===== src/logic/cpu_consts.svh =====
`ifndef CPU_CONSTS_SVH
`define CPU_CONSTS_SVH

// Program store depth in words
`define IMEM_WORDS 64

// Data RAM depth in words
`define DMEM_WORDS 16

`define XLEN 32

`define HALT_PC (`IMEM_WORDS * 4)  // First byte address past the program store

`endif


===== src/logic/registerFile.sv =====
`default_nettype none

`include "cpu_consts.svh"

module registerFile (
    input  logic             CLK,
    input  logic             rst,
    input  logic [4:0]       rs1,
    input  logic [4:0]       rs2,
    input  logic [4:0]       rd,
    input  logic [`XLEN-1:0] wrData,
    input  logic             regWrite,
    input  logic             stall,
    output logic [`XLEN-1:0] rdData1,
    output logic [`XLEN-1:0] rdData2
);

    logic [`XLEN-1:0] regs [32];  // Entry 0 is cleared at reset and never written

    always_ff @(posedge CLK) begin
        if (rst) begin
            for (int i = 0; i < 32; i++) begin
                regs[i] <= '0;
            end
        end else if (regWrite && !stall && (rd != 5'd0)) begin
            regs[rd] <= wrData;  // Write lands on the retiring edge
        end
    end

    assign rdData1 = regs[rs1];
    assign rdData2 = regs[rs2];

    x0ReadsZero: assert property (@(posedge CLK) disable iff (rst)
        (rs1 == 5'd0) |-> (rdData1 == '0));

endmodule

`default_nettype wire


===== config.mk =====
export PLATFORM = sky130hd
export DESIGN_NAME = registerFile
export DESIGN_NICKNAME = d
export VERILOG_FILES = /design/src/logic/registerFile.sv
export VERILOG_INCLUDE_DIRS = /design/src /design/src/logic
export SDC_FILE = /design/constraint.sdc
export NUM_CORES = 2
export LEC_CHECK = 0
export ABC_CLOCK_PERIOD_IN_PS = 3000
export BUFFER_PORTS_ARGS = -buffer_cell sky130_fd_sc_hd__buf_2
export CORE_MARGIN = 3
export CORE_UTILIZATION = 41
export DETAILED_ROUTE_END_ITERATION = 16
export GPL_ROUTABILITY_DRIVEN = 0
export PLACE_DENSITY = 0.66
export SETUP_SLACK_MARGIN = 0.4
export SYNTH_ARGS = -nofsm -noshare
export SYNTH_HDL_FRONTEND = slang
export SYNTH_SLANG_ARGS = --single-unit

===== constraint.sdc =====
create_clock -name CLK -period 3 [get_ports CLK]
set_clock_uncertainty 0.1 [all_clocks]
set_input_delay 0.6 -clock CLK [delete_from_list [all_inputs] [get_ports CLK]]
set_output_delay 0.6 -clock CLK [all_outputs]
set_load 0.05 [all_outputs]

* Word level (Yosys, flattened, before mapping) *
Memories as Yosys holds them, arrays and structs flattened.
Index checks and enable logic that the tools add are counted.

storage, ports and cells
  register bits = 0
  bits in latches = 0
  memory bits (writable) = 1024
  memory bits (read-only) = 0
  input port bits = 51
  output and inout bits = 64
  word-level logic and storage cells = 14
  memories = 1

operators by class
  add/sub/neg operators = 0
  multipliers = 0
  div/mod/pow operators = 0
  order comparisons = 0
  equality and inequality tests = 0
  shift operators = 0
  muxes and demuxes = 8
  bitwise logic cells = 0
  reductions and logical operators = 5

memories
  memory  words  bits a word  rd ports  clocked after memory_dff  write ports  RTL line            text
  regs    32     32           2         0                         32           registerFile.sv:18  logic [`XLEN-1:0] regs [32];

operators by type and width
  kind                 number
  $mux W32             1
  $reduce_or A32 Y1    1
  $mux W1              6
  $mux W5              1
  $reduce_bool A5 Y1   1
  $logic_and A1 B1 Y1  2
  $logic_not A1 Y1     1

* Depth between registers and ports, before layout *
  depth after elaboration = 8
  gate-level depth with buffers = 8
  mapped depth without buffers = 5

* Least setup slack after synthesis *
Ideal clock, no wire load.

  kind = input to output
  start = input rs1[1]
  end = output rdData1[25]
  data arrival time = 2124 ps
  required time = 2300 ps
  slack = 176 ps
  cell stages on the path = 8
  cell sequence = buf_2 > buf_2 > buf_4 > buf_4 > mux2i_1 > a22oi_1 > a31oi_1 > nand3_1

between the ends
  longest elaborated chain between the ends = 1

ends and longest elaborated chain
  what             RTL line            text
  start, declared  registerFile.sv:8   input logic [4:0] rs1,
  $mem_v2 Z32 W32  n/a
  end, declared    registerFile.sv:14  output logic [`XLEN-1:0] rdData1,

No other way between the ends.

==> summary.txt <==
Detailed routing
  – Drt pass-1 iters: 6
  – DR vias: 41,128
  – Via-to-Cell Ratio: 6.08
  – Starting DRT DRC Count: 5,475
  – Routed len/inst: 30.4 µm
  – Drt drc: 0
  – Post-route ant nets: 0
  – Wirelength, routed: 206 mm

Timing
  – Peak Freq: 337 MHz
  – Tcrit/Tclk final: 0.988
  – Worst slew pin tran: 1.02 ns
  – Final min period: 2.96 ns
  – Final count of hold timing violations: 0
  – Fin. max-slew vios: 0
  – Setup TNS: 0 ns
  – Worst setup margin: 0.0355 ns
  – Max-slew headroom: 0.317
  – Unrepaired setup endpoints after global routing: yes
  – Final Setup Violations: 0

Critical path
  – Critical path data arrival time: 2.26 ns
  – CP Class: reg -> out
  – Slowest cell on crit path: edfxtp_1
  – Critical path cell sequence: mux2i_1, a22o_1, nor3_4, buf_6, a31oi_4, nand3_4, buf_8
  – Critical-path maximum fanout: 2
  – CP Data Required Time: 2.30 ns
  – CP max stage delay: 0.39 ns
  – Startpoint types: flip-flop
  – Crit end category: primary output

Power
  – Lkg Pwr: 27.7 nW
  – Total chip power: 36.3 mW
  – Seq pwr share: 0.466
  – P per Cell Area: 516 nW/µm²
  – Pint: 26.5 mW
  – Sw Pwr: 9.82 mW
  – Comb power frac: 0.172
  – Share of power burned in the clock network: 0.361
  – Max rail drop VDD: 0.498 mV
  – Net Sw Frac: 0.271

Global routing
  – Gr usage total: 0.283
  – Grt total ovfl: 0
  – Largest net degree at the start of global routing: 64
  – First-pass GRT wire length: 288 mm
  – Number of global-route vias before repair: 40,240
  – Initial antenna violation count: 13

Cells and area
  – Commonest non-fill, non-tap cell in the layout: edfxtp_1
  – Layout Nets: 4,966
  – Layout area overhead: 26.2%
  – Largest regs: regs (1024)
  – Max reg flops: 1,024
  – Most flop-heavy register: regs
  – Final Core Density: 0.524
  – Most frequent cells in the layout: edfxtp_1 (1,024), mux2i_1 (1,011), and2_1 (992)
  – Layout cells sized above 1: 0.216

Placed design
  – Pre-CTS setup slack: -0.251 ns
  – Final HPWL DP: 119 mm
  – I/O Buffers: 114

Clock tree
  – CTS tree: yes
  – Htree depth: 3
  – Clock Tree Root: clkbuf_16
  – Number of buffers created by CTS: 111
  – Clk slew on worst S/H paths: 0.06 ns
  – Clock sink count: 1,024
  – Longest Clk Path Bufs: 3

Run status
  – Status: completed

Synth
  – Share of the yosys chip area belonging to registers: 0.552
  – Synth Instances: 4,607
  – Top cells by area, synth: edfxtp_1 (55%), mux2i_1 (18%), and2_1 (11%)
  – Synth Warn #: 0
  – Post-synth top area share: 0.552
  – Leading area contributor after synthesis: edfxtp_1
  – Synth Area per Inst: 12.1 µm²
  – Yosys reg bits: 1,024
  – Synth unique cells: 28
  – Syn Std Cell Area: 55,700 µm²

Floorplanning
  – DIE AREA: 140,000 µm²
  – Row count: 134
  – Vert. Die Dim: 375 µm
  – Placeable Area: 134,000 µm²
  – Die Wd: 375 µm
  – Initial core utilization: 0.415
  – I/O pin cnt: 115

Min path
  – Worst hold path class: in -> reg

Job
  – Max cap viols: 0
cells in the mapped netlist (all sizes together):
cell,n
nor2,25
edfxtp,1024
a31oi,64
nor3b,1
a22oi,192
conb,1
nor3,74
a21oi,192
mux2i,1024
and2,994
nand3b,5
nand2b,6
or3,1
nor2b,4
or2,33
nand2,196
clkbuf,296
nand3,195
a22o,128
buf,152
kinds of logic (layout without fill, tap and decap cells):
kind of cell           count (synthesis)  count (layout)  share of synthesized area
buffers and inverters                448             805                     0.0351
AND/OR/NAND/NOR                     1534            1535                      0.159
AO/OA/AOI/OAI                        576             576                     0.0704
other                                  1              35                  0.0000673
multiplexers                        1024            1024                      0.184
flip-flops                          1024            1024                      0.552
final timing paths:
| check | from | endpoint | slack, ns | cells after the start |
|---|---|---|---|---|
| worst max-delay path | regs[7][22] | rdData2[22] | 0.04 | 7 |
| worst min-delay path | wrData[5] | regs[16][5] | 0.36 | 2 |
per-stage QoR:
| step | area, µm² | hold WS, ns | cells |
|---|---|---|---|
| after floorplan | 57200 | 0.698 | 4638 |
| after global placement | 62900 | 1.11 | 6441 |
| after detailed placement | 62900 | 1.12 | 6441 |
| after CTS | 69300 | 0.305 | 6729 |
| after global routing | 70300 | 0.368 | 6765 |
| final | 70300 | 0.361 | 6767 |
critical path, delay by kind of cell (launching register included):
kind	cells	cell delay [ns]
buffers and inverters	2	0.30
AOI/OAI and AO/OA	2	0.44
muxes	1	0.18
DFF	1	0.39
and+or+nand+nor	2	0.18
area by class of cell:
cell class,count,area (µm²)
antenna,3,7.51
clock buffer,142,2890
timing repair buffer,611,8340
clock inverter,52,472
fill,11010,63800
tap,1768,2210
multi-input combinational,3167,25700
sequential,1024,30700
routing by layer:
layer,part of all wire,vias to the layer above,wire length [µm],GRT usage
met4,0.044,2,9090,0.123
met5,0.000097,-,20,0
li1,-,17535,-,-
met1,0.41,20749,83400,0.389
met3,0.11,444,21700,0.0607
met2,0.44,2398,91400,0.433
repair_timing:
action,in CTS,in global routing
setup endpoints to repair,64,64
buffers inserted,58,25
gates cloned,36,10
pin swaps,117,119
hold buffers,0,0
gates resized for setup,276,128
power groups by stage:
stage | clock network (mW) | registers (mW) | logic, mW
after floorplan | 0 | 17.1 | 3.15
final | 13.1 | 16.9 | 6.25
after global placement | 0 | 17.1 | 5.27
after CTS | 13.2 | 16.9 | 5.95
after detailed placement | 0 | 17.2 | 5.30
after global routing | 13.8 | 17.0 | 6.44
No activity file was read; power rests on OpenSTA's default activity.
