[config.mk]
export PLATFORM = sky130hd
export DESIGN_NAME = aluUnit
export DESIGN_NICKNAME = d
export VERILOG_FILES = /design/src/logic/ctrlPkg.sv /design/src/logic/aluUnit.sv
export VERILOG_INCLUDE_DIRS = /design/src /design/src/logic
export SDC_FILE = /design/constraint.sdc
export NUM_CORES = 1
export LEC_CHECK = 0
export BUFFER_PORTS_ARGS = -buffer_cell sky130_fd_sc_hd__buf_2
export CAP_MARGIN = 20
export CELL_PAD_IN_SITES_DETAIL_PLACEMENT = 0
export CELL_PAD_IN_SITES_GLOBAL_PLACEMENT = 1
export CORE_ASPECT_RATIO = 0.9
export CORE_MARGIN = 1
export CORE_UTILIZATION = 44
export DETAILED_ROUTE_END_ITERATION = 10
export PLACE_DENSITY = 0.95
export SLEW_MARGIN = 40
export SYNTH_ARGS = -nofsm -noshare
export SYNTH_HDL_FRONTEND = slang
export SYNTH_SLANG_ARGS = --single-unit
[constraint.sdc]
create_clock -name vclk -period 22.2
set_clock_uncertainty 0.1 [all_clocks]
set_input_delay 4.44 -clock vclk [all_inputs]
set_output_delay 4.44 -clock vclk [all_outputs]
set_load 0.05 [all_outputs]
[src/logic/cpu_consts.svh]
`ifndef CPU_CONSTS_SVH
`define CPU_CONSTS_SVH

// Program store depth in words
`define IMEM_WORDS 64

// Data RAM depth in words
`define DMEM_WORDS 16

`define XLEN 32

`define HALT_PC (`IMEM_WORDS * 4)  // First byte address past the program store

`endif

[src/logic/ctrlPkg.sv]
`default_nettype none

package ctrlPkg;

    typedef enum logic [2:0] {
        ADD,
        SUB,
        AND,
        OR,
        XOR,
        SLT
    } aluOp_t;

    // Branch condition tested on the ALU zero flag
    typedef enum logic [1:0] {
        NONE,
        EQ,
        NE
    } branchKind_t;

    // Write-back source
    typedef enum logic {
        ALU,
        MEM
    } wbSrc_t;

endpackage

`default_nettype wire

[src/logic/aluUnit.sv]
`default_nettype none

`include "cpu_consts.svh"

module aluUnit (
    input  logic [`XLEN-1:0] opA,
    input  logic [`XLEN-1:0] opB,
    input  logic [`XLEN-1:0] imm,
    input  logic             aluSrcImm,
    input  ctrlPkg::aluOp_t  aluOp,
    output logic [`XLEN-1:0] result,
    output logic             zero
);

    logic [`XLEN-1:0] srcB;

    assign srcB = aluSrcImm ? imm : opB;

    always_comb begin
        case (aluOp)
            ctrlPkg::ADD: result = opA + srcB;
            ctrlPkg::SUB: result = opA - srcB;
            ctrlPkg::AND: result = opA & srcB;
            ctrlPkg::OR:  result = opA | srcB;
            ctrlPkg::XOR: result = opA ^ srcB;
            // Signed compare, result is 0 or 1
            ctrlPkg::SLT: result = {{(`XLEN-1){1'b0}}, $signed(opA) < $signed(srcB)};
            default:      result = '0;
        endcase
    end

    assign zero = (result == '0);  // Branch condition

endmodule

`default_nettype wire

== After elaboration in Yosys (flattened, before gate mapping) ==
Index checks and enable logic that the tools add are counted.

* Bits in registers: 0
* Input port bits: 100
* Output and inout bits: 33
* Logic and storage cells: 15

* Add/subtract/negate cells: 2
* Order comparisons: 1
* Equal/unequal tests: 5
* Mux-type cells: 2
* Bitwise operators: 3
* Reductions and logical operators: 2

{| class="wikitable"
|+ Operator list
! kind !! count
|-
| 32-bit one-hot mux with 6 select lines || 1
|-
| 32-bit adder || 1
|-
| 32-bit AND || 1
|-
| 32-bit logical NOT || 1
|-
| 32-bit less-than comparator || 1
|-
| 32-bit 2-to-1 mux || 1
|-
| 32-bit bitwise OR || 1
|-
| 32-bit subtractor || 1
|-
| 32-bit bitwise XOR || 1
|-
| 3-bit by 2-bit == test with 1-bit output, second input constant || 2
|-
| 3-bit == test, second input constant || 2
|-
| 3-bit by 1-bit == test with 1-bit output, second input constant || 1
|-
| 3-bit logical NOT || 1
|}

== Depth between registers and ports, before layout ==
* Depth in word-level cells: 4
* Depth in mapped cells: 18

== Least setup slack after synthesis ==
OpenSTA, ideal clock, no wires.

* Kind: input -> output
* Start: input port aluSrcImm
* End: output port zero
* Arrival time: 9748 ps
* Data required time: 17660 ps
* Slack: 7912 ps
* Cell stages on the path: 18
* Buffers on the path: 2
* Cells stage by stage: clkbuf_1 -> buf_1 -> mux2i_1 -> inv_1 -> ha_1 -> inv_1 -> fa_1 -> nor2b_4 -> o2111ai_4 -> a21oi_2 -> xor2_1 -> a221o_1 -> or4_1 -> or4_1 -> or4b_1 -> nor4_1 -> nand4_1 -> nor4_2

* Word-level cells in the longest chain between the ends: 4

{| class="wikitable"
|+ RTL lines
! element !! RTL line !! text
|-
| from (decl) || aluUnit.sv:9 || <nowiki>input logic aluSrcImm,</nowiki>
|-
| 32-bit 2-to-1 mux * || aluUnit.sv:17 || <nowiki>assign srcB = aluSrcImm ? imm : opB;</nowiki>
|-
| 32-bit subtractor, or another cell as far along || aluUnit.sv:22 || <nowiki>ctrlPkg::SUB: result = opA - srcB;</nowiki>
|-
| 32-bit one-hot mux with 6 select lines * || aluUnit.sv:20 || <nowiki>case (aluOp)</nowiki>
|-
| via result[6] || aluUnit.sv:11 || <nowiki>output logic [`XLEN-1:0] result,</nowiki>
|-
| 32-bit logical NOT * || aluUnit.sv:32 || <nowiki>assign zero = (result == '0);</nowiki>
|-
| to (decl) || aluUnit.sv:12 || <nowiki>output logic zero</nowiki>
|}

The timed path passes the listed nets; every way through them passes the cells marked *.

== Worst setup path after layout ==
* Start: input port aluSrcImm
* End: output port zero

* Word-level cells in the longest chain between the ends: 4

{| class="wikitable"
|+ RTL lines
! element !! RTL line
|-
| 32-bit 2-to-1 mux * || aluUnit.sv:17
|-
| 32-bit subtractor, or another cell as far along || aluUnit.sv:22
|-
| 32-bit one-hot mux with 6 select lines * || aluUnit.sv:20
|-
| 32-bit logical NOT * || aluUnit.sv:32
|}

Mark *: on every way between the ends. The rest lies on a longest branch, timed or not.

==> results.yml <==
sta:
  max_slew_margin_pct: 45.96
  finalHoldViolCount: 0
  drv_slew: 0
  period_minus_slack_ns: 13.89
  setup_tns_ns: 0
  rsz0062_at_grt: "false"
  fmax_ghz: 0.07200
  final-setup-viol-count: 0
  worst_slew_pin_slew_ns: 0.8106
  min_period_over_period_pct: 62.56
synth:
  yosysSeqAreaShare_pct: 0
  synth_nets: 1099
  synth_cells: 894
  syn_avg_cell_area_um2: 6.616
  synthDistinctLibCells: 71
  yosys-top-cells-area: "ha_1 22%, a21oi_1 6.6%, mux2i_1 6.3%, inv_1 5.8%, nor2_1 5.0%"
  netlist.area_leader.share_pct: 21.79
  yosysTopAreaCell: "ha_1"
  syn-cell-area_mm2: 0.005914
  synth_warnings: 0
job:
  cap_violations: 0
power_and_ir_drop:
  p_per_area_mw_per_mm2: 35.88
  peakVddDrop_mv: 0.01421
  power_leakage_nw: 3.183
setup_path:
  cp_max_fo: 32
  cp.arrival_ns: 9.35
  start_kind: "input pin"
  crit_path_end_kind: "output port"
  required_ns: 17.66
  crit_type: "input pin to output port"
clocking:
  cts_setup_buffers: 0
  ctsHoldBuffers: 0
  cts_resized: 0
layout:
  final_cell_mix: "133 x buf_2, 103 x ha_1, 92 x inv_1"
  seqCellArea_um2: 0
  n_antenna_cell: 0
  final_util_pct: 51.14
  nNetsFinal: 1179
  n_sequential_cell: 0
  clkbuf_count: 0
  fill_cells: 1392
  syn_to_final_growth_pct: 11.38
  layout_commonest_cell: "buf_2"
  drive_above_1_share_pct: 16.36
grt:
  grt_start_max_net_pins: 57
  antenna_found_initial: 0
  grt_pass1_wl_um: 33220
  grt_pass1_vias: 6337
  track_usage_pct: 28.82
  grt_overflow: 0
drt:
  detail_route.wl_per_cell_um: 18.56
  dr.pass1.iters: 6
  drc: 0
  vias: 7178
  via_per_inst: 6.319
  drt_iter0_drc: 909
  final_antenna_net_count: 0
  totalWireLength_um: 21090
floorplan:
  fp.dieW_um: 124.2
  die_h_um: 112.0
  io_pins: 133
  design.core.area_mm2: 0.01288
  initial_utilization_pct: 45.91
  dieArea_mm2: 0.01391
  rows: 39
place:
  io_buffer_count: 133
  gp_congestion: 0.9811
  dp_hpwl_um: 16370
status:
  status: "finished, final reports clean"
hold_path:
  worstHoldPathType: "input pin to output port"
-- metal layers --
metal  share of wire, %  wire length, µm  global-route usage (%)
met1                 45             9399                   42.59
met2                 42             8862                   44.09
met3                 11             2254                   3.364
met4                2.7              570                   6.667
met5                  0                0                       0
-- power by group --
group	internal (mW)	switching [mW]	total, mW
registers	0	0	0
logic	0.0762	0.160	0.236
clock network	0	0	0
-- synthesized netlist by cell type (4+ instances only) --
master	instances
a21oi_1	78
a211oi_1	20
buf_1	8
a311oi_1	5
nor2_1	79
or3_1	5
o21a_1	6
inv_1	92
o211ai_1	25
xnor2_1	21
o221ai_1	9
and3_1	4
nor4_1	20
nand2b_1	9
o21bai_1	12
or4_1	11
and2_1	4
nand3_1	19
buf_2	5
mux2i_1	37
ha_1	103
nor2b_1	13
a221oi_1	4
o311ai_0	4
o31ai_1	14
a31oi_1	10
xor2_1	4
nor3_1	24
clkbuf_1	43
a21o_1	14
or2_2	5
o21ai_0	45
nand4_1	14
nand2_1	61
o22ai_1	7
-- cell families (layout without fill, tap and decap cells) --
| group | Yosys count | in the layout | synth area share [%] |
|---|---|---|---|
| compound gates | 295 | 295 | 33.93 |
| simple gates | 277 | 277 | 23.19 |
| buf+inv | 153 | 231 | 10.07 |
| fa+ha+maj | 105 | 105 | 22.47 |
| mux | 39 | 39 | 6.643 |
| xor+xnor | 25 | 25 | 3.702 |
-- path summary, 6_finish.rpt --
kind,cells after the start,start,to
min,3,aluOp[1],result[2]
max,19,aluSrcImm,zero
-- metrics by stage --
stage	instances	total power, mW	hold slack [ns]	setup WS, ns	cell area, µm²
6_report	1136	0.2364	9.537	8.312	6588
3_3_place_gp	1136	0.2297	9.532	8.398	6578
5_1_grt	1136	0.2536	9.559	7.841	6588
2_1_floorplan	894	0.1710	9.250	7.912	5914
4_1_cts	1136	0.2306	9.530	8.243	6588
3_5_place_dp	1136	0.2297	9.528	8.264	6588
-- critical path, stage by stage --
cell       delay (ns)
buf_2            0.07
buf_4            0.46
mux2i_1          0.19
inv_1            0.11
ha_1             0.19
inv_1            0.07
fa_1             0.46
nor2b_4          0.17
o2111ai_4        0.15
a21oi_2          0.19
xor2_1           0.08
a221o_1          0.36
or4_1            0.53
or4_1            0.43
or4b_1           0.51
nor4_1           0.24
nand4_1          0.20
nor4_2           0.17
buf_2            0.30
-- layout make-up --
type	count	area, µm²	area share, %
inverters	94	352.8	5.356
multi-input cells	741	5334	80.97
well taps	164	205.2	3.115
repair buffers	137	695.7	10.56
(Power assumes the default switching activity.)
