`config.mk`:
```
export PLATFORM = sky130hd
export DESIGN_NAME = fetchUnit
export DESIGN_NICKNAME = d
export VERILOG_FILES = /design/src/logic/isaPkg.sv /design/src/logic/ctrlPkg.sv /design/src/logic/fetchUnit.sv
export VERILOG_INCLUDE_DIRS = /design/src /design/src/logic
export SDC_FILE = /design/constraint.sdc
export NUM_CORES = 2
export LEC_CHECK = 0
export BUFFER_PORTS_ARGS = -buffer_cell sky130_fd_sc_hd__buf_2
export CORE_MARGIN = 1
export CORE_UTILIZATION = 40
export DETAILED_ROUTE_END_ITERATION = 7
export PLACE_DENSITY_LB_ADDON = 0.12
export SYNTH_ARGS = -nofsm -noshare
export SYNTH_HDL_FRONTEND = slang
export SYNTH_SLANG_ARGS = --single-unit
```
`constraint.sdc`:
```
create_clock -name CLK -period 4.1 [get_ports CLK]
set_clock_uncertainty 0.1 [all_clocks]
set_input_delay 0.41 -clock CLK [delete_from_list [all_inputs] [get_ports CLK]]
set_output_delay 0.41 -clock CLK [all_outputs]
set_load 0.01 [all_outputs]
```
`src/logic/cpu_consts.svh`:
```
`ifndef CPU_CONSTS_SVH
`define CPU_CONSTS_SVH

// Program store depth in words
`define IMEM_WORDS 64

// Data RAM depth in words
`define DMEM_WORDS 16

`define XLEN 32

`define HALT_PC (`IMEM_WORDS * 4)  // First byte address past the program store

`endif

```
`src/logic/isaPkg.sv`:
```
`default_nettype none

package isaPkg;

    typedef struct packed {
        logic [6:0] funct7;
        logic [4:0] rs2;
        logic [4:0] rs1;
        logic [2:0] funct3;
        logic [4:0] rd;
        logic [6:0] opcode;
    } rType_t;

    typedef struct packed {
        logic [11:0] imm;
        logic [4:0]  rs1;
        logic [2:0]  funct3;
        logic [4:0]  rd;
        logic [6:0]  opcode;
    } iType_t;

    typedef struct packed {
        logic [6:0] immHi;
        logic [4:0] rs2;
        logic [4:0] rs1;
        logic [2:0] funct3;
        logic [4:0] immLo;
        logic [6:0] opcode;
    } sType_t;

    // Branch offset bits are scattered, bit 0 is implied zero
    typedef struct packed {
        logic       imm12;
        logic [5:0] imm10to5;
        logic [4:0] rs2;
        logic [4:0] rs1;
        logic [2:0] funct3;
        logic [3:0] imm4to1;
        logic       imm11;
        logic [6:0] opcode;
    } bType_t;

    // One fetched word, read through whichever format the opcode calls for
    typedef union packed {
        logic [31:0] raw;
        rType_t      r;
        iType_t      i;
        sType_t      s;
        bType_t      b;
    } instWord_t;

    typedef enum logic [6:0] {
        OP     = 7'b0110011,
        OPIMM  = 7'b0010011,
        LOAD   = 7'b0000011,
        STORE  = 7'b0100011,
        BRANCH = 7'b1100011
    } opcode_t;

    localparam logic [2:0] F3_ADD = 3'b000;  // Also sub
    localparam logic [2:0] F3_SLT = 3'b010;
    localparam logic [2:0] F3_XOR = 3'b100;
    localparam logic [2:0] F3_OR  = 3'b110;
    localparam logic [2:0] F3_AND = 3'b111;
    localparam logic [2:0] F3_LW  = 3'b010;
    localparam logic [2:0] F3_SW  = 3'b010;
    localparam logic [2:0] F3_BEQ = 3'b000;
    localparam logic [2:0] F3_BNE = 3'b001;

    // Bit 30 set turns add into sub
    localparam logic [6:0] F7_ALT = 7'b0100000;

endpackage

`default_nettype wire

```
`src/logic/ctrlPkg.sv`:
```
`default_nettype none

package ctrlPkg;

    typedef enum logic [2:0] {
        ADD,
        SUB,
        AND,
        OR,
        XOR,
        SLT
    } aluOp_t;

    // Branch condition tested on the ALU zero flag
    typedef enum logic [1:0] {
        NONE,
        EQ,
        NE
    } branchKind_t;

    // Write-back source
    typedef enum logic {
        ALU,
        MEM
    } wbSrc_t;

endpackage

`default_nettype wire

```
`src/logic/fetchUnit.sv`:
```
`default_nettype none

`include "cpu_consts.svh"

module fetchUnit (
    input  logic                           CLK,
    input  logic                           rst,
    input  logic                           progWe,
    input  logic [$clog2(`IMEM_WORDS)-1:0] progAddr,
    input  logic [31:0]                    progData,
    input  logic                           stall,
    input  ctrlPkg::branchKind_t           branchKind,
    input  logic                           zero,
    input  logic [`XLEN-1:0]               imm,
    output logic [31:0]                    pc,
    output isaPkg::instWord_t              inst,
    output logic                           halted,
    output logic                           retireValid
);

    localparam int AW = $clog2(`IMEM_WORDS);

    logic [31:0] progStore [`IMEM_WORDS];
    logic        running;  // Low in the reset cycles only
    logic        taken;
    logic        advance;
    logic [31:0] nextPc;

    // Load port, used while the core sits in reset
    always_ff @(posedge CLK) begin
        if (progWe) begin
            progStore[progAddr] <= progData;
        end
    end

    assign halted = (pc == `HALT_PC);

    // Feed a zero word when not executing, it decodes as no operation
    assign inst = (running && !halted) ? progStore[pc[AW+1:2]] : '0;

    assign taken = ((branchKind == ctrlPkg::EQ) && zero) ||
                   ((branchKind == ctrlPkg::NE) && !zero);
    assign nextPc = taken ? pc + imm : pc + 32'd4;

    assign advance     = running && !halted && !stall;
    assign retireValid = advance;  // One retire per pc step

    always_ff @(posedge CLK) begin
        if (rst) begin
            pc      <= '0;
            running <= 1'b0;
        end else begin
            running <= 1'b1;
            if (advance) begin
                pc <= nextPc;
            end
        end
    end

    // Branch offsets from the decoder must keep the pc on word boundaries
    pcAligned: assert property (@(posedge CLK) disable iff (rst) pc[1:0] == 2'b00);

endmodule

`default_nettype wire

```
# Word level (Yosys, flattened, before mapping)
# Memories as Yosys holds them, arrays and structs flattened. A register that Yosys moved wholly into a read port is not among the register bits.
# Index checks and enable logic that the tools add are counted.
[word_totals]
out_inout_bits = 66
wordCells = 23
regBits = 33
mem_count = 1
input_bits = 77
ramBits = 2048
[mem_list]
columns = ["memory", "depth", "width", "read_ports", "rd_clocked_by_memory_dff", "write_ports", "line", "text"]
rows = [
  ["progStore", 64, 32, 1, 1, 1, "fetchUnit.sv:23", "logic [31:0] progStore [`IMEM_WORDS];"],
]
[op_classes]
reduce_logical = 8
n_eq_ne = 3
mux = 7
n_addsub = 2
[ops]
columns = ["operator", "count"]
rows = [
  ["2-to-1 mux 32 bit", 2],
  ["adder 32 x 3 -> 32 bit (second input constant)", 1],
  ["adder 32 bit", 1],
  ["equality test 32 x 9 -> 1 bit (second input constant)", 1],
  ["2-to-1 mux 6 bit", 2],
  ["logical AND 1 bit", 4],
  ["zero test 1 bit", 3],
  ["2-to-1 mux 1 bit", 3],
  ["equality test 2 x 1 -> 1 bit (second input constant)", 1],
  ["equality test 2 bit (second input constant)", 1],
  ["logical OR 1 bit", 1],
]

# Logic depth before layout (Yosys ltp)
[depth]
word_depth = 6
ltp_mapped = 11
mapped_depth_nobuf = 11

# Least setup slack after synthesis
# Ideal clock, no wire load.
[synth_timing]
path_kind = "input to register"
from = "input progAddr[5]"
to = "memory progStore[48][0], enable pin"
setup_ns = 0.461
path_buffers = 1
required_time_ns = 3.539
cell_stages = 4
t_arrival_ns = 3.296
slack_ns = 0.243
cell_sequence = "clkbuf_1 > nand3_1 > or3_1 > nor3_1"
[synth_rtl]
columns = ["item", "line", "text"]
rows = [
  ["start: declaration", "fetchUnit.sv:9", "input logic [$clog2(`IMEM_WORDS)-1:0] progAddr,"],
  ["end: declaration", "fetchUnit.sv:23", ""],
]
# Straight into the memory's write port.

==> results.txt <==
Initial Util - 40.37%
Worst-path clk slew - 0.07 ns
Synth area leaders - edfxtp_1 (75%), mux4_2 (19%), dfxtp_1 (0.96%), clkbuf_1 (0.51%), ha_1 (0.51%)
total negative slack - -6.946 ns
#FFs+latches synth - 2,087
HP Start - imm[19]
area grow syn2layout - 16.39%
Static Leak - 29.09 nW
via/cell ratio - 5.756
CP Data Required Time - 3.59 ns
non-filler instance count after layout - 6,787
core area - 202,500 um^2
Post-synth top cells - edfxtp_1 (2,048), mux4_2 (672), clkbuf_1 (112)
count of final hold-check violations - 0
Synth top area share - 75.23%
top-count cell post-synth - edfxtp_1
CP max FO - 8
worst-margin pin slew - 1.278 ns
largest area contributor in the netlist - edfxtp_1
TritonCTS buffer count - 211
first-pass GRT wire length - 308,200 um
reg2reg path depth - 10
Vias - 39,068
pin count of the biggest net entering global routing - 65
Clock Path Buffers - 3
Tot GR Track Use - 21.45%
Post-Place Cells - 6,333
crit path time final - 4.417 ns
layout cell share with drive strength beyond 1 - 33.97%
Total Power - 45.13 mW
crit path kind - reg -> out
Power Density - 474.3 nW/um^2
final period utilization - 107.7%
initial antenna violation count - 32
Net Count, Synth - 3,642
clk root buf - clkbuf_16
IO Count - 143
Worst Hold End - pc[19]$_SDFFE_PP0N_
FF-to-FF setup slack - 0.57 ns
failing checks - setup timing
post-synthesis sequential area ratio - 76.18%
Slew headroom - 14.46%
Slew Viols, Final - 0
H-tree depth - 4
hold slack - 0.08125 ns
Buffers on Ports - 142
Worst-Skew Late Latency - 0.84 ns
hold crit path type - in -> reg
routability cong. - 0.7979
CTS tree - built
async set or reset register ratio after synthesis - 0%
global route overflow - 0
MaxCap Viol Count - 0
DP Worst Slack - 0.4497 ns
Post-Synthesis Cell Area - 81,750 um^2
RSZ-0062 raised after global routing - true
Yosys cell types - 63
Residual DRC - 0
VDD IR max - 0.4046 mV
Site Rows - 165
Die H - 454.1 um
Synth Area per Inst - 23.15 um^2
CP Capture Type - primary output
total die area - 206,200 um^2
final instance area - 95,150 um^2
FMAX - 226.4 MHz
Initial DRT Pass Iterations - 8
1st-iter DRT viols - 3,894
R2R Path Start - pc[2]$_SDFFE_PP0N_
CP Data Arrival Time - 3.91 ns
clk sink count - 2,087
Post-DP HPWL - 125,600 um
ANT nets after route - 0
Hold Path Depth - 4
vias in the first global route - 39,781
Util after Layout - 46.98%
synth warn - 0
die width - 454.1 um
most common flop cell mapped by yosys - edfxtp_1
Post-synth EDFFs - 2,048
Final setup viols - 32
final worst slack - -0.3170 ns
WL final - 220,800 um
worst flop-to-flop path endpoint - pc[0]$_SDFFE_PP0P_
DP Area - 87,520 um^2
Post-Synthesis Cells - 3,531
fin nets - 4,040
status - finished, violations left
CP startpoint kind - flop
Routed WL per cell - 32.53 um
[cells in the final DEF, fill, tap and decap left out, types with 13 or more instances in the layout]
| master | instances |
|---|---|
| a21o_1 | 19 |
| a21oi_1 | 67 |
| a31oi_1 | 13 |
| buf_12 | 55 |
| buf_16 | 18 |
| buf_2 | 136 |
| buf_4 | 123 |
| buf_6 | 17 |
| bufinv_16 | 13 |
| clkbuf_1 | 51 |
| clkbuf_16 | 225 |
| clkinv_1 | 61 |
| clkinv_2 | 32 |
| dfxtp_1 | 33 |
| diode_2 | 14 |
| edfxtp_1 | 2048 |
| ha_1 | 33 |
| inv_1 | 13 |
| mux4_2 | 672 |
| nand2_1 | 56 |
| nand3_1 | 31 |
| nor2_1 | 47 |
| nor2_4 | 62 |
| nor2b_1 | 30 |
| o21ai_0 | 23 |
| o21ai_1 | 18 |
[cells by family after synthesis]
group | Yosys count | synth area share (%)
xor gates and xnor gates | 21 | 0.2250
AOI/OAI and AO/OA | 207 | 1.615
DFF | 2087 | 76.18
buffers and inverters | 201 | 1.079
muxes | 675 | 18.55
adders and majority gates | 34 | 0.5296
and+or+nand+nor | 306 | 1.818
[sequential cells by signal, summed over array words and instances (netlist names), named ones only]
name,count
pc,32
progStore,2048
running,1
[routing by layer]
layer / up-vias / track usage (%) / part of all wire [%]
li1: 16076 / - / -
met1: 21476 / 30.16 / 43
met2: 1252 / 35.10 / 49
met3: 264 / 3.639 / 5.8
met4: 0 / 4.899 / 1.8
met5: - / 0 / 0
[worst max-delay path, cell delays in order (launching register included)]
cell	delay [ns]
dfxtp_4	0.41
buf_12	0.15
buf_16	0.17
buf_16	0.16
mux4_2	0.51
mux4_2	0.61
mux4_2	0.65
nor2b_1	0.18
buf_2	0.14
[where the power goes]
part           switching, mW  internal [mW]
sequential            0.0761           23.6
combinational           1.70           1.34
clock                   8.02           10.4
[worst max path at each step]
stage	from	to	slack (ns)
global placement	flop	inst[21]	0.48
finish	flop	inst[13]	-0.32
detailed placement	flop	inst[21]	0.45
CTS	flop	inst[13]	-0.39
floorplan	progAddr[5]	progStore[48][0]$_DFFE_PP_	0.24
global route	flop	inst[13]	-0.39
[area by class of cell]
class / count / area, um^2
clock buffer: 267 / 5597
multi-input combinational: 1243 / 19130
antenna: 14 / 35.03
clock inverter: 118 / 932.1
tap: 2672 / 3343
inverter: 15 / 56.30
sequential: 2087 / 62300
fill: 16602 / 107400
timing repair buffer: 371 / 3757
[timing repair]
action / CTS / global route
setup endpoints to repair: 32 / 32
hold buffers: 11 / 0
setup buffers: 13 / 16
gates cloned: 6 / 10
gates resized for setup: 40 / 26
hold endpoints to repair: 47 / 0
No activity file was read; power rests on OpenSTA's default activity.
