## src/logic/cpu_consts.svh

```systemverilog
`ifndef CPU_CONSTS_SVH
`define CPU_CONSTS_SVH

// Program store depth in words
`define IMEM_WORDS 64

// Data RAM depth in words
`define DMEM_WORDS 16

`define XLEN 32

`define HALT_PC (`IMEM_WORDS * 4)  // First byte address past the program store

`endif

```

## src/logic/isaPkg.sv

```systemverilog
`default_nettype none

package isaPkg;

    typedef struct packed {
        logic [6:0] funct7;
        logic [4:0] rs2;
        logic [4:0] rs1;
        logic [2:0] funct3;
        logic [4:0] rd;
        logic [6:0] opcode;
    } rType_t;

    typedef struct packed {
        logic [11:0] imm;
        logic [4:0]  rs1;
        logic [2:0]  funct3;
        logic [4:0]  rd;
        logic [6:0]  opcode;
    } iType_t;

    typedef struct packed {
        logic [6:0] immHi;
        logic [4:0] rs2;
        logic [4:0] rs1;
        logic [2:0] funct3;
        logic [4:0] immLo;
        logic [6:0] opcode;
    } sType_t;

    // Branch offset bits are scattered, bit 0 is implied zero
    typedef struct packed {
        logic       imm12;
        logic [5:0] imm10to5;
        logic [4:0] rs2;
        logic [4:0] rs1;
        logic [2:0] funct3;
        logic [3:0] imm4to1;
        logic       imm11;
        logic [6:0] opcode;
    } bType_t;

    // One fetched word, read through whichever format the opcode calls for
    typedef union packed {
        logic [31:0] raw;
        rType_t      r;
        iType_t      i;
        sType_t      s;
        bType_t      b;
    } instWord_t;

    typedef enum logic [6:0] {
        OP     = 7'b0110011,
        OPIMM  = 7'b0010011,
        LOAD   = 7'b0000011,
        STORE  = 7'b0100011,
        BRANCH = 7'b1100011
    } opcode_t;

    localparam logic [2:0] F3_ADD = 3'b000;  // Also sub
    localparam logic [2:0] F3_SLT = 3'b010;
    localparam logic [2:0] F3_XOR = 3'b100;
    localparam logic [2:0] F3_OR  = 3'b110;
    localparam logic [2:0] F3_AND = 3'b111;
    localparam logic [2:0] F3_LW  = 3'b010;
    localparam logic [2:0] F3_SW  = 3'b010;
    localparam logic [2:0] F3_BEQ = 3'b000;
    localparam logic [2:0] F3_BNE = 3'b001;

    // Bit 30 set turns add into sub
    localparam logic [6:0] F7_ALT = 7'b0100000;

endpackage

`default_nettype wire

```

## src/logic/ctrlPkg.sv

```systemverilog
`default_nettype none

package ctrlPkg;

    typedef enum logic [2:0] {
        ADD,
        SUB,
        AND,
        OR,
        XOR,
        SLT
    } aluOp_t;

    // Branch condition tested on the ALU zero flag
    typedef enum logic [1:0] {
        NONE,
        EQ,
        NE
    } branchKind_t;

    // Write-back source
    typedef enum logic {
        ALU,
        MEM
    } wbSrc_t;

endpackage

`default_nettype wire

```

## src/logic/controlDecoder.sv

```systemverilog
`default_nettype none

`include "cpu_consts.svh"

module controlDecoder (
    input  isaPkg::instWord_t    inst,
    output logic [4:0]           rs1,
    output logic [4:0]           rs2,
    output logic [4:0]           rd,
    output logic [`XLEN-1:0]     imm,
    output ctrlPkg::aluOp_t      aluOp,
    output logic                 aluSrcImm,
    output ctrlPkg::branchKind_t branchKind,
    output logic                 memRead,
    output logic                 memWrite,
    output ctrlPkg::wbSrc_t      wbSrc,
    output logic                 regWrite
);

    ctrlPkg::aluOp_t aluFromF3;
    logic            f3Known;
    logic            altSel;

    // Only register-register ops honour the alternate bit
    assign altSel = (inst.r.opcode == isaPkg::OP) && (inst.r.funct7 == isaPkg::F7_ALT);

    always_comb begin
        f3Known   = 1'b1;
        aluFromF3 = ctrlPkg::ADD;
        case (inst.r.funct3)
            isaPkg::F3_ADD: aluFromF3 = altSel ? ctrlPkg::SUB : ctrlPkg::ADD;
            isaPkg::F3_SLT: aluFromF3 = ctrlPkg::SLT;
            isaPkg::F3_XOR: aluFromF3 = ctrlPkg::XOR;
            isaPkg::F3_OR:  aluFromF3 = ctrlPkg::OR;
            isaPkg::F3_AND: aluFromF3 = ctrlPkg::AND;
            default:        f3Known   = 1'b0;
        endcase
    end

    always_comb begin
        rs1        = inst.r.rs1;  // Register fields sit at the same bits in every format
        rs2        = inst.r.rs2;
        rd         = inst.r.rd;
        imm        = '0;
        aluOp      = ctrlPkg::ADD;
        aluSrcImm  = 1'b0;
        branchKind = ctrlPkg::NONE;
        memRead    = 1'b0;
        memWrite   = 1'b0;
        wbSrc      = ctrlPkg::ALU;
        regWrite   = 1'b0;
        case (inst.r.opcode)
            isaPkg::OP: begin
                aluOp    = aluFromF3;
                regWrite = f3Known;
            end
            isaPkg::OPIMM: begin
                imm       = {{(`XLEN-12){inst.i.imm[11]}}, inst.i.imm};
                aluOp     = aluFromF3;
                aluSrcImm = 1'b1;
                regWrite  = f3Known;
            end
            isaPkg::LOAD: begin
                imm = {{(`XLEN-12){inst.i.imm[11]}}, inst.i.imm};
                if (inst.i.funct3 == isaPkg::F3_LW) begin
                    aluSrcImm = 1'b1;
                    memRead   = 1'b1;
                    wbSrc     = ctrlPkg::MEM;
                    regWrite  = 1'b1;
                end
            end
            isaPkg::STORE: begin
                imm = {{(`XLEN-12){inst.s.immHi[6]}}, inst.s.immHi, inst.s.immLo};
                if (inst.s.funct3 == isaPkg::F3_SW) begin
                    aluSrcImm = 1'b1;
                    memWrite  = 1'b1;
                end
            end
            isaPkg::BRANCH: begin
                imm   = {{(`XLEN-12){inst.b.imm12}}, inst.b.imm11, inst.b.imm10to5,
                         inst.b.imm4to1, 1'b0};
                aluOp = ctrlPkg::SUB;  // Equality through the zero flag
                if (inst.b.funct3 == isaPkg::F3_BEQ) begin
                    branchKind = ctrlPkg::EQ;
                end else if (inst.b.funct3 == isaPkg::F3_BNE) begin
                    branchKind = ctrlPkg::NE;
                end
            end
            default: ;  // No operation
        endcase
    end

endmodule

`default_nettype wire

```

## config.mk

```make
export PLATFORM = sky130hd
export DESIGN_NAME = controlDecoder
export DESIGN_NICKNAME = d
export VERILOG_FILES = /design/src/logic/isaPkg.sv /design/src/logic/ctrlPkg.sv /design/src/logic/controlDecoder.sv
export VERILOG_INCLUDE_DIRS = /design/src /design/src/logic
export SDC_FILE = /design/constraint.sdc
export NUM_CORES = 1
export LEC_CHECK = 0
export ABC_CLOCK_PERIOD_IN_PS = 2600
export BUFFER_PORTS_ARGS = -buffer_cell sky130_fd_sc_hd__buf_2
export CAP_MARGIN = 20
export CORE_MARGIN = 4
export CORE_UTILIZATION = 31
export DETAILED_ROUTE_END_ITERATION = 12
export GPL_TIMING_DRIVEN = 0
export PLACE_DENSITY_LB_ADDON = 0.25
export SYNTH_ARGS = -nofsm -noshare
export SYNTH_HDL_FRONTEND = slang
export SYNTH_SLANG_ARGS = --single-unit
```

## constraint.sdc

```tcl
create_clock -name vclk -period 2.6
set_input_delay 0.39 -clock vclk [all_inputs]
set_output_delay 0.39 -clock vclk [all_outputs]
set_load 0.02 [all_outputs]
```

# Word level (Yosys, flattened, before mapping)
# Index checks and enable logic that the tools add are counted.
[totals]
reg_bits = 0
input_bits = 32
output_inout_bits = 57
word_cells = 30
[classes]
eq_ne = 11
muxes = 13
reduce_logical = 6
[op_table]
columns = ["cell", "count"]
rows = [
  ["one-hot mux 32 bit (3 select lines)", 1],
  ["== test 7 x 6 -> 1 bit (second input constant)", 3],
  ["one-hot mux 3 bit (5 select lines)", 1],
  ["== test 3 bit (second input constant)", 3],
  ["== test 7 x 2 -> 1 bit (second input constant)", 1],
  ["== test 7 x 5 -> 1 bit (second input constant)", 1],
  ["== test 7 bit (second input constant)", 1],
  ["two-way mux 2 bit", 3],
  ["one-hot mux 3 bit (2 select lines)", 1],
  ["OR reduction 2 bit", 3],
  ["two-way mux 1 bit", 5],
  ["OR reduction 5 bit", 1],
  ["one-hot mux 1 bit (2 select lines)", 2],
  ["== test 3 x 1 -> 1 bit (second input constant)", 1],
  ["== test 3 x 2 -> 1 bit (second input constant)", 1],
  ["logical NOT 3 bit", 1],
  ["logical AND 1 bit", 1],
]

# Longest topological paths before layout
[depth]
word_depth = 5
depth_mapped = 5
mapped_depth_nobuf = 3

# Worst setup path before layout
# OpenSTA, ideal clock, no wires.
[synth_path]
path_type = "input -> output"
from = "in inst[2] in the netlist's numbering"
to = "out imm[13]"
t_arrival_ns = 2.337
required_ns = 2.210
setup_slack_ns = -0.127
stages = 5
n_path_buf = 2
path_cell_list = "nand4bb_1 -> or3_1 -> buf_6 -> a21boi_1 -> buf_4"
[synth_between]
elab_chain_len = 3
word_cells_on_any_way = 6
cone_classes = "eq/ne (4); mux (1); reduce/logical (1)"
[synth_lines]
columns = ["item", "line_no", "source"]
rows = [
  ["from (decl)", "controlDecoder.sv:6", "input isaPkg::instWord_t inst,"],
  ["== test 7 x 2 -> 1 bit or == test 7 x 5 -> 1 bit (tied branches)", "controlDecoder.sv:52", "case (inst.r.opcode)"],
  ["OR reduction 2 bit (no source line)", "-", ""],
  ["one-hot mux 32 bit (3 select lines) *", "controlDecoder.sv:52", ""],
  ["to (decl)", "controlDecoder.sv:10", "output logic [`XLEN-1:0] imm,"],
]
# Mark *: on every way between the ends. The rest lies on a longest branch, timed or not.

# Worst setup path in the final report
[layout_path]
from = "in inst[2] in the netlist's numbering"
to = "out imm[17]"
# Same word-level chain as after synthesis.

==> results.sh <==
export IMPL_n_sequential_cell=0
export IMPL_die_width_um=51.42
export IMPL_grt_setup_unrepaired="no"
export IMPL_start_util_pct=33.12
export IMPL_arrival_ns=1.94
export IMPL_synthesis_nets=116
export IMPL_hold_viol=0
export IMPL_ant_nets=0
export IMPL_dpl_hpwl_mm=1.770
export IMPL_synth_area_leaders="buf_4, a21boi_1, a22o_1, nor3_1, nand2_1"
export IMPL_placed_area_um2=1035
export IMPL_syn_area_um2=584.3
export IMPL_drc=0
export IMPL_syn_instance_count=84
export IMPL_grt_use_total_pct=14.20
export IMPL_status="finished, final reports clean"
export IMPL_core_area_um2=1764
export IMPL_fmax_mhz=429.1
export IMPL_grt_max_degree=21
export IMPL_vias=822
export IMPL_wl_per_cell_um=10.23
export IMPL_regArea_um2=0
export IMPL_dieHeight_um=51.42
export IMPL_instances_no_fill=192
export IMPL_n_fill_cell=191
export IMPL_clkbuf_count=0
export IMPL_overflow=0
export IMPL_pre_cts_ws_ns=0.02534
export IMPL_area_growth_pct=78.37
export IMPL_grt_pass1_vias=772
export IMPL_n_antenna_cell=0
export IMPL_finalNetCount=201
export IMPL_post_route_cells_drive_above_1_share_pct=73.65
export IMPL_drtIter0Drc=6
export IMPL_final_util_pct=59.08
export IMPL_netlist_area_leader_share_pct=44.97
export IMPL_max_cap_violations=0
export IMPL_relSlewSlack_pct=68.02
export IMPL_ioPinCount=89
export IMPL_worst_pin_slew_ns=0.4760
export IMPL_cp_start_kind="input pin"
export IMPL_period_minus_slack_ns=2.330
export IMPL_ir_worst_vdd_v=0.00008942
export IMPL_fin_crit_sh_pct=89.63
export IMPL_seq_area_frac_synth_pct=0
export IMPL_worstPathMaxFanout=20
export IMPL_end_kind="output port"
export IMPL_dp_cells=192
export IMPL_power_density_nw_per_um2=107.5
export IMPL_layout_common_cells="buf_2, buf_4, nand2_1, a21boi_1"
export IMPL_portBuffers=83
export IMPL_crit_type="input pin to output port"
export IMPL_power_mw=0.1120
export IMPL_crit_start="inst[2]"
export IMPL_finalWeightedCongestion=0.7653
export IMPL_dieArea_um2=2644
export IMPL_setup_viol=0
export IMPL_dr_pass1_iters=4
export IMPL_p_leak_nw=0.6821
export IMPL_routed_wirelength_mm=1.964
export IMPL_rows=15
export IMPL_multiInputGateArea_um2=306.5
export IMPL_post_cts_buffers=0
export IMPL_syn_area_per_cell_um2=6.956
export IMPL_finalSetupTns_ns=0
export IMPL_hold_start="inst[16]"
export IMPL_final_cell_area_um2=1042
export IMPL_whs_ns=0.9978
export IMPL_setup_ws_ns=0.2697
export IMPL_antenna_found_initial=0
export IMPL_yosys_warnings=0
export IMPL_vias_per_cell=4.281
export IMPL_grt_pass1_wl_mm=3.132
export IMPL_synthDistinctLibCells=26
export IMPL_final_common_cell="buf_2"
export IMPL_drv_slew=0
export IMPL_required_ns=2.21
export IMPL_synth_area_leader_cell="buf_4"
export IMPL_hold_path_class="input pin to output port"
[timing repair]
action / CTS / global route
hold buffers: 0 / 0
endpoints found under the setup margin: 0 / 20
resized for setup: 0 / 1
[Yosys cell counts, types with 2 or more instances]
cell type and number:
a22o_1 4, a21oi_1 2, nand2_1 5, a21boi_1 6, nor2_1 4, inv_1 3
nor4_1 3, nor3_1 4, nand3b_1 2, buf_4 35
[cell type report]
| type | count | share of cell area [%] |
|---|---|---|
| repair buffers | 83 | 39.86 |
| multi-input cells | 44 | 29.41 |
| inverters | 3 | 1.080 |
| plain buffers | 37 | 26.65 |
| well taps | 25 | 3.001 |
[worst max-delay path: stages]
cell	delay [ns]
buf_2	0.10
nand4bb_1	0.21
or3_1	0.35
buf_6	0.15
a21boi_4	0.39
buf_4	0.18
buf_2	0.15
[where the power goes]
| group | internal (mW) | total, mW | switching, mW |
|---|---|---|---|
| Combinational | 0.0547 | 0.112 | 0.0574 |
| Sequential | 0 | 0 | 0 |
| Clock | 0 | 0 | 0 |
| Total | 0.0547 | 0.112 | 0.0574 |
[layer usage]
metal  vias to the layer above  GRT usage, %  share of wire, %
met5                         -             0                 0
met1                       346         16.15                37
met3                         0         2.041                11
met4                         0             0                 0
li1                        427             -                 -
met2                        49         28.81                52
[cells by family after synthesis]
logic type	Yosys count	share of synthesized area, %
XOR/XNOR	1	1.499
AO/OA/AOI/OAI	18	24.20
buffers and inverters	40	49.46
AND/OR/NAND/NOR	25	24.84
[path summary, 6_finish.rpt]
path / endpoint / slack, ns / cells past startpoint
worst max-delay path: imm[17] / 0.27 / 7
worst min-delay path: rs1[1] / 1.0 / 2
No activity file was read; power rests on OpenSTA's default activity.
