$ cat src/logic/cpu_consts.svh
`ifndef CPU_CONSTS_SVH
`define CPU_CONSTS_SVH

// Program store depth in words
`define IMEM_WORDS 64

// Data RAM depth in words
`define DMEM_WORDS 16

`define XLEN 32

`define HALT_PC (`IMEM_WORDS * 4)  // First byte address past the program store

`endif

$ cat src/logic/ctrlPkg.sv
`default_nettype none

package ctrlPkg;

    typedef enum logic [2:0] {
        ADD,
        SUB,
        AND,
        OR,
        XOR,
        SLT
    } aluOp_t;

    // Branch condition tested on the ALU zero flag
    typedef enum logic [1:0] {
        NONE,
        EQ,
        NE
    } branchKind_t;

    // Write-back source
    typedef enum logic {
        ALU,
        MEM
    } wbSrc_t;

endpackage

`default_nettype wire

$ cat src/logic/loadStoreUnit.sv
`default_nettype none

`include "cpu_consts.svh"

module loadStoreUnit (
    input  logic                           CLK,
    input  logic                           rst,
    input  logic                           memRead,
    input  logic                           memWrite,
    input  ctrlPkg::wbSrc_t                wbSrc,
    input  logic [`XLEN-1:0]               aluResult,
    input  logic [`XLEN-1:0]               storeData,
    input  logic                           ack,
    input  logic [`XLEN-1:0]               datR,
    output logic                           cyc,
    output logic                           stb,
    output logic                           we,
    output logic [$clog2(`DMEM_WORDS)-1:0] adr,
    output logic [`XLEN-1:0]               datW,
    output logic [`XLEN-1:0]               wbData,
    output logic                           stall
);

    localparam int AW = $clog2(`DMEM_WORDS);

    logic memOp;

    assign memOp = memRead || memWrite;

    // Held for as long as the instruction sits in decode
    assign cyc  = memOp;
    assign stb  = memOp;
    assign we   = memWrite;
    assign adr  = aluResult[AW+1:2];  // Word index, wraps at the RAM size
    assign datW = storeData;

    // Core waits until the RAM acks
    assign stall = memOp && !ack;

    assign wbData = (wbSrc == ctrlPkg::MEM) ? datR : aluResult;

    // Fetch and register file hold still while the request is open
    reqHeld: assert property (@(posedge CLK) disable iff (rst)
        (stb && !ack) |=> (cyc && stb && $stable(adr) && $stable(we) && $stable(datW)));

endmodule

`default_nettype wire

$ cat config.mk
export PLATFORM = sky130hd
export DESIGN_NAME = loadStoreUnit
export DESIGN_NICKNAME = d
export VERILOG_FILES = /design/src/logic/ctrlPkg.sv /design/src/logic/loadStoreUnit.sv
export VERILOG_INCLUDE_DIRS = /design/src /design/src/logic
export SDC_FILE = /design/constraint.sdc
export NUM_CORES = 1
export LEC_CHECK = 0
export ABC_AREA = 0
export BUFFER_PORTS_ARGS = -buffer_cell sky130_fd_sc_hd__buf_2
export CAP_MARGIN = 20
export CORE_AREA = 2 2 67 69
export DETAILED_ROUTE_END_ITERATION = 10
export DIE_AREA = 0 0 69 71
export PLACE_DENSITY = 0.71
export SLEW_MARGIN = 20
export SYNTH_ARGS = -nofsm -noshare
export SYNTH_HDL_FRONTEND = slang
export SYNTH_SLANG_ARGS = --single-unit
export TNS_END_PERCENT = 30
$ cat constraint.sdc
create_clock -name vclk -period 1.7
set_input_delay 0.255 -clock vclk [all_inputs]
set_output_delay 0.255 -clock vclk [all_outputs]
set_load 0.005 [all_outputs]
**Word level (Yosys, flattened, before mapping)**

Cells that the tools add are included.

- Shifts and indexed selects: 0
- Div/mod/pow operators: 0
- Bitwise gates (word level): 0
- Add/subtract/negate cells: 0
- Multiply operators: 0
- Magnitude comparators: 0
- Muxes and demuxes: 1
- Reduce and logical (&&, ||, !) cells: 3
- Eq/ne operators: 0

Operators with widths:

| operator | number |
|---|---|
| $mux 32 | 1 |
| $logic_and 1x1->1 | 1 |
| $logic_not 1->1 | 1 |
| $logic_or 1x1->1 | 1 |

- Bits in registers: 0
- Memories: 0
- Output and inout port bits: 72
- RAM bits: 0
- Memory bits (read-only): 0
- Bits in latches: 0

**Logic depth before layout (Yosys ltp)**

Gate-level depths: netlist of the first run.

- Depth in word-level cells: 2
- Gate-level depth with buffers: 3

**Worst setup path after synthesis of the first run**

No wires, ideal clock.

- Path kind: input to output
- Start point: input port wbSrc
- End point: output port wbData[0]
- Data required time: 1.445 ns
- Arrival time: 0.809 ns
- Stages: 3
- Path slack: 0.636 ns
- Path buffers: 2
- Cells stage by stage: buf_6 > buf_12 > mux2_4

- Longest elaborated chain between the ends: 1

Ends and longest elaborated chain:

| what | RTL line | RTL |
|---|---|---|
| start, declared | loadStoreUnit.sv:10 | `input ctrlPkg::wbSrc_t wbSrc,` |
| $mux 32 | loadStoreUnit.sv:40 | `assign wbData = (wbSrc == ctrlPkg::MEM) ? datR : aluResult;` |
| end, declared | loadStoreUnit.sv:20 | `` output logic [`XLEN-1:0] wbData, `` |

No other way between the ends.

**Final worst setup path of the first run**

- Start point: input port wbSrc
- End point: output port wbData[5]

Same word-level chain as after synthesis.

==> results of run 1 <==
==> power by group through the flow <==
stage | Sequential (W) | Clock, W | Combinational [W]
5_1_grt | 0 | 0 | 0.000306
3_3_place_gp | 0 | 0 | 0.000282
4_1_cts | 0 | 0 | 0.000287
2_1_floorplan | 0 | 0 | 0.000221
3_5_place_dp | 0 | 0 | 0.000287
6_report | 0 | 0 | 0.000282
==> metrics by stage <==
| stage | instances | total power (W) | util [%] | instance area [sq um] |
|---|---|---|---|---|
| after floorplan | 76 | 0.000221 | - | 846 |
| after global placement | 196 | 0.000282 | 26.7 | 1120 |
| after detailed placement | 196 | 0.000287 | 26.7 | 1120 |
| after CTS | 196 | 0.000287 | 26.7 | 1120 |
| after global routing | 196 | 0.000306 | 26.7 | 1120 |
| final | 196 | 0.000282 | 26.7 | 1120 |
==> cells by family (layout without fill, tap and decap cells) <==
group	Yosys count	count (layout)	synth area share [%]
and+or+nand+nor	1	1	0.740
muxes	32	32	55.9
AOI/OAI and AO/OA	1	1	1.18
buffers and inverters	42	110	42.2
==> final cells by class <==
class / count / area (sq um) / share of cell area, %
repair buffers: 110 / 568 / 50.6
multi-input cells: 34 / 489 / 43.6
well taps: 52 / 65.1 / 5.80
==> metal layers <==
metal	track usage, %	vias up	wire length, microns
li1	-	356	-
met1	6.84	320	621
met2	15.0	65	1080
met3	1.71	12	287
met4	2.18	0	55
met5	0	-	0
==> cell usage in the layout, fill, tap and decap left out <==
cell type  Yosys  final
buf_12         3      1
buf_2          0    108
buf_4         38      1
mux2_2         2      2
mux2_4        30     30
o21ba_2        1      1
or2_2          1      1
==> worst min path at each step <==
stage | to | slack [ps] | startpoint | depth (start not counted)
floorplan | adr[0] | 590 | aluResult[2] | 1
global placement | datW[13] | 510 | storeData[13] | 0
detailed placement | datW[13] | 510 | storeData[13] | 0
CTS | datW[13] | 510 | storeData[13] | 0
global route | datW[19] | 510 | storeData[19] | 0
finish | datW[10] | 510 | storeData[10] | 0
==> reports/summary.txt, run 1 <==
status = completed
RSZ-0062 raised after global routing = no
FFs & Latches = 0
Period minus WS final = 1380 ps
register area share after synthesis = 0%
top cell type's share of synthesized area = 53.3%
Worst slew margin = 88.0%
Yosys warning total = 0
clock buffer count = 0
max-slew violations = 0
Die Area = 4900 sq um
CP Launch Type = primary input
I/O pins = 174
Max Clock Freq = 0.725 GHz
# Max-Cap Violations = 0
Register Area = 0 sq um
Cell Pwr Density = 251 nW/um^2
Distinct cells, synth = 7
post-route ant nets = 0
sequential power share = 0%
first-pass GRT wire length = 3040 microns
DR WL/cell = 10.4 microns
dominant cells by area after synthesis = mux2_4 (53%), buf_4 (34%), buf_12 (7.1%)
share of cells above drive strength 1 = 100%
worst slack at placement = 314 ps
syn avg cell area = 11.1 sq um
leakage = 0.697 nW
GP Congestion = 0.634
crit path from = wbSrc
First-pass DRT Iterations = 4
final wirelength = 2040 microns
crit path kind = primary input to output port
top-count cell post-synth = buf_4
delay-heaviest family, CP = buffers and inverters
Min Hold Slack = 510 ps
Crit path depth = 4
Final WS setup = 321 ps
Final Cycle Share = 81.1%
Comb power frac = 100.0%
Layout fillers = 455
worst hold path type = primary input to output port
Synth-to-Final Area Change = 32.7%
P_sw = 0.0000891 W
GR Util All Layers = 7.19%
Setup TNS = 0 ps
cell repeated most along the worst path = buf_2
worst vdd ir = 0.0000898 V
final setup fails = 0
gr ovfl total = 0
crit path max fanout = 23
CP cell instances = buf_2 -> buf_12 -> mux2_4 -> buf_2
FP Rows = 24
Critical Path Max Stage Delay = 320 ps
core area = 4200 sq um
Critical-path top delay cell = mux2_4
Post-CTS Setup Bufs = 0
cell taking the most area after synthesis = mux2_4
Sw Share = 31.6%
Die X = 69 microns
critical path endpoint category = output port
capture point of the worst path = wbData[5]
Internal = 0.000193 W
Die Height = 71 microns
post-CTS sizing = 0
hold-fix buffer count after cts = 0
Starting Density = 20.1%
clock network fraction of design power = 0%
most frequent cells after synthesis = buf_4 (38), mux2_4 (30), buf_12 (3)
initial antenna violation count = 0
mapped cell area = 846 sq um
Port Buf Inserts = 108
vias per cell = 3.84
# DRC = 0
n_diodes = 0
Synth Net Count = 178
routed vias = 753
crit path buf inv count = 3
Mapped Cells = 76
CP required = 1440 ps
worst slew pin tran = 180 ps
Final Net Count = 248
Fin. Hold Viols = 0
largest net degree at the start of global routing = 24
vias in the first global route = 726
critical path data arrival time = 1120 ps
Initial DRC Count = 7
Note: power is estimated with default switching activity, not from simulation.
==> run 2, diff against run 1 <==
--- a/config.mk
+++ b/config.mk
@@ -9,10 +9,10 @@
 export ABC_AREA = 0
 export BUFFER_PORTS_ARGS = -buffer_cell sky130_fd_sc_hd__buf_2
 export CAP_MARGIN = 20
-export CORE_AREA = 2 2 67 69
+export CORE_AREA = 2 2 68 70
 export DETAILED_ROUTE_END_ITERATION = 10
-export DIE_AREA = 0 0 69 71
-export PLACE_DENSITY = 0.71
+export DIE_AREA = 0 0 70 72
+export PLACE_DENSITY = 0.69
 export SLEW_MARGIN = 20
 export SYNTH_ARGS = -nofsm -noshare
 export SYNTH_HDL_FRONTEND = slang
==> constraint.sdc (replaced) <==
create_clock -name vclk -period 1.3
set_input_delay 0.195 -clock vclk [all_inputs]
set_output_delay 0.195 -clock vclk [all_outputs]
set_load 0.005 [all_outputs]
==> reports/summary.txt, run 2 (synthesis results as in run 1) <==
Post-CTS Setup Bufs = 0 (unchanged)
status = completed
leakage = 0.697 nW (unchanged)
Hold Path Stages = 0 (unchanged)
Setup TNS = 0 ps (unchanged)
crit path kind = primary input to output port
gr ovfl total = 0 (unchanged)
Die Height = 72 microns (+1.4%)
delay-heaviest family, CP = buffers and inverters
First-pass DRT Iterations = 4 (unchanged)
initial antenna violation count = 0 (unchanged)
Final Cycle Share = 90.1%
crit path max fanout = 22 (-4.3%)
most frequent cells in the layout = buf_2 (108), mux2_4 (30), mux2_2 (2)
Synth-to-Final Area Change = 32.7% (unchanged)
critical path endpoint category = output port
vias per cell = 3.98 (+3.6%)
I/O pins = 174 (unchanged)
worst slew pin tran = 175 ps (-4.88 ps)
largest net degree at the start of global routing = 23 (-4.2%)
worst hold path type = primary input to output port
post-route ant nets = 0 (unchanged)
final setup fails = 0 (unchanged)
worst vdd ir = 0.000156 V (+74%)
cell repeated most along the worst path = buf_2
FP Rows = 24 (unchanged)
critical path data arrival time = 980 ps (-140 ps)
GP Congestion = 0.777 (+23%)
RSZ-0062 raised after global routing = no
Crit path depth = 4 (unchanged)
n_diodes = 0 (unchanged)
Final Net Count = 248 (unchanged)
cell area after layout = 1120 sq um (unchanged)
max-slew violations = 0 (unchanged)
Hold Path Sink = datW[0]
Fin. Hold Viols = 0 (unchanged)
vias in the first global route = 814 (+12%)
routed vias = 780 (+3.6%)
CP Launch Type = primary input
FFs & Latches = 0 (unchanged)
Critical-path top delay cell = mux2_2
crit path buf inv count = 3 (unchanged)
Register Area = 0 sq um (unchanged)
hold-fix buffer count after cts = 0 (unchanged)
first-pass GRT wire length = 4040 microns (+33%)
CP cell instances = buf_2 -> buf_12 -> mux2_2 -> buf_2
Layout fillers = 454 (-0.22%)
GR Util All Layers = 9.80% (+2.6 points)
Die Area = 5040 sq um (+2.9%)
post-CTS sizing = 0 (unchanged)
final wirelength = 2780 microns (+36%)
Hold Path Origin = storeData[0]
Starting Density = 19.8% (-0.28 points)
share of cells above drive strength 1 = 100% (unchanged)
Max Clock Freq = 0.854 GHz
most common cell after layout, fill and taps aside = buf_2
Die X = 70 microns (+1.4%)
# DRC = 0 (unchanged)
DR WL/cell = 14.2 microns (+36%)
Cell Pwr Density = 340 nW/um^2 (+35%)
core area = 4260 sq um (+1.4%)
Critical Path Max Stage Delay = 350 ps (+30 ps)
Port Buf Inserts = 108 (unchanged)
Worst slew margin = 88.3% (+0.33 points)
CP required = 1110 ps (-330 ps)
# Max-Cap Violations = 0 (unchanged)
Area after DPL = 1120 sq um (unchanged)
clock buffer count = 0 (unchanged)
Period minus WS final = 1170 ps
Initial DRC Count = 5 (-2)
==> run 2: cell type report <==
class / instances / area, sq um / share of cell area, %
multi-input cells: 34 / 489 / 43.6
well taps: 52 / 65.1 / 5.80
repair buffers: 110 / 568 / 50.6
==> run 2: how the worst max path moves through the flow <==
stage	endpoint	slack, ps	startpoint
finish	wbData[31]	130	wbSrc
global route	wbData[29]	100	wbSrc
CTS	wbData[29]	120	wbSrc
detailed placement	wbData[29]	130	wbSrc
global placement	wbData[29]	130	wbSrc
floorplan	wbData[0]	360	wbSrc
==> run 2: per-layer routing <==
metal	vias to the layer above	GRT usage [%]	share of wire, %
met1	324	9.36	31
met5	-	0	0
li1	358	-	-
met2	98	20.6	52
met3	0	3.89	17
met4	0	0.214	0
==> run 2: per-stage QoR <==
stage / hold WS, ps / power (W) / cells / util (%) / worst slack (ps)
final: 390 / 0.000382 / 196 / 26.3 / 129
after global routing: 390 / 0.000411 / 196 / 26.3 / 104
after CTS: 390 / 0.000388 / 196 / 26.3 / 123
after detailed placement: 390 / 0.000385 / 196 / 26.3 / 127
after global placement: 390 / 0.000382 / 196 / 26.3 / 132
after floorplan: 471 / 0.000289 / 76 / - / 356
==> run 2: where the power goes <==
part | total (W) | internal [W] | switching [W]
clock network | 0 | 0 | 0
registers | 0 | 0 | 0
logic | 0.000382 | 0.000253 | 0.000129
total | 0.000382 | 0.000253 | 0.000129
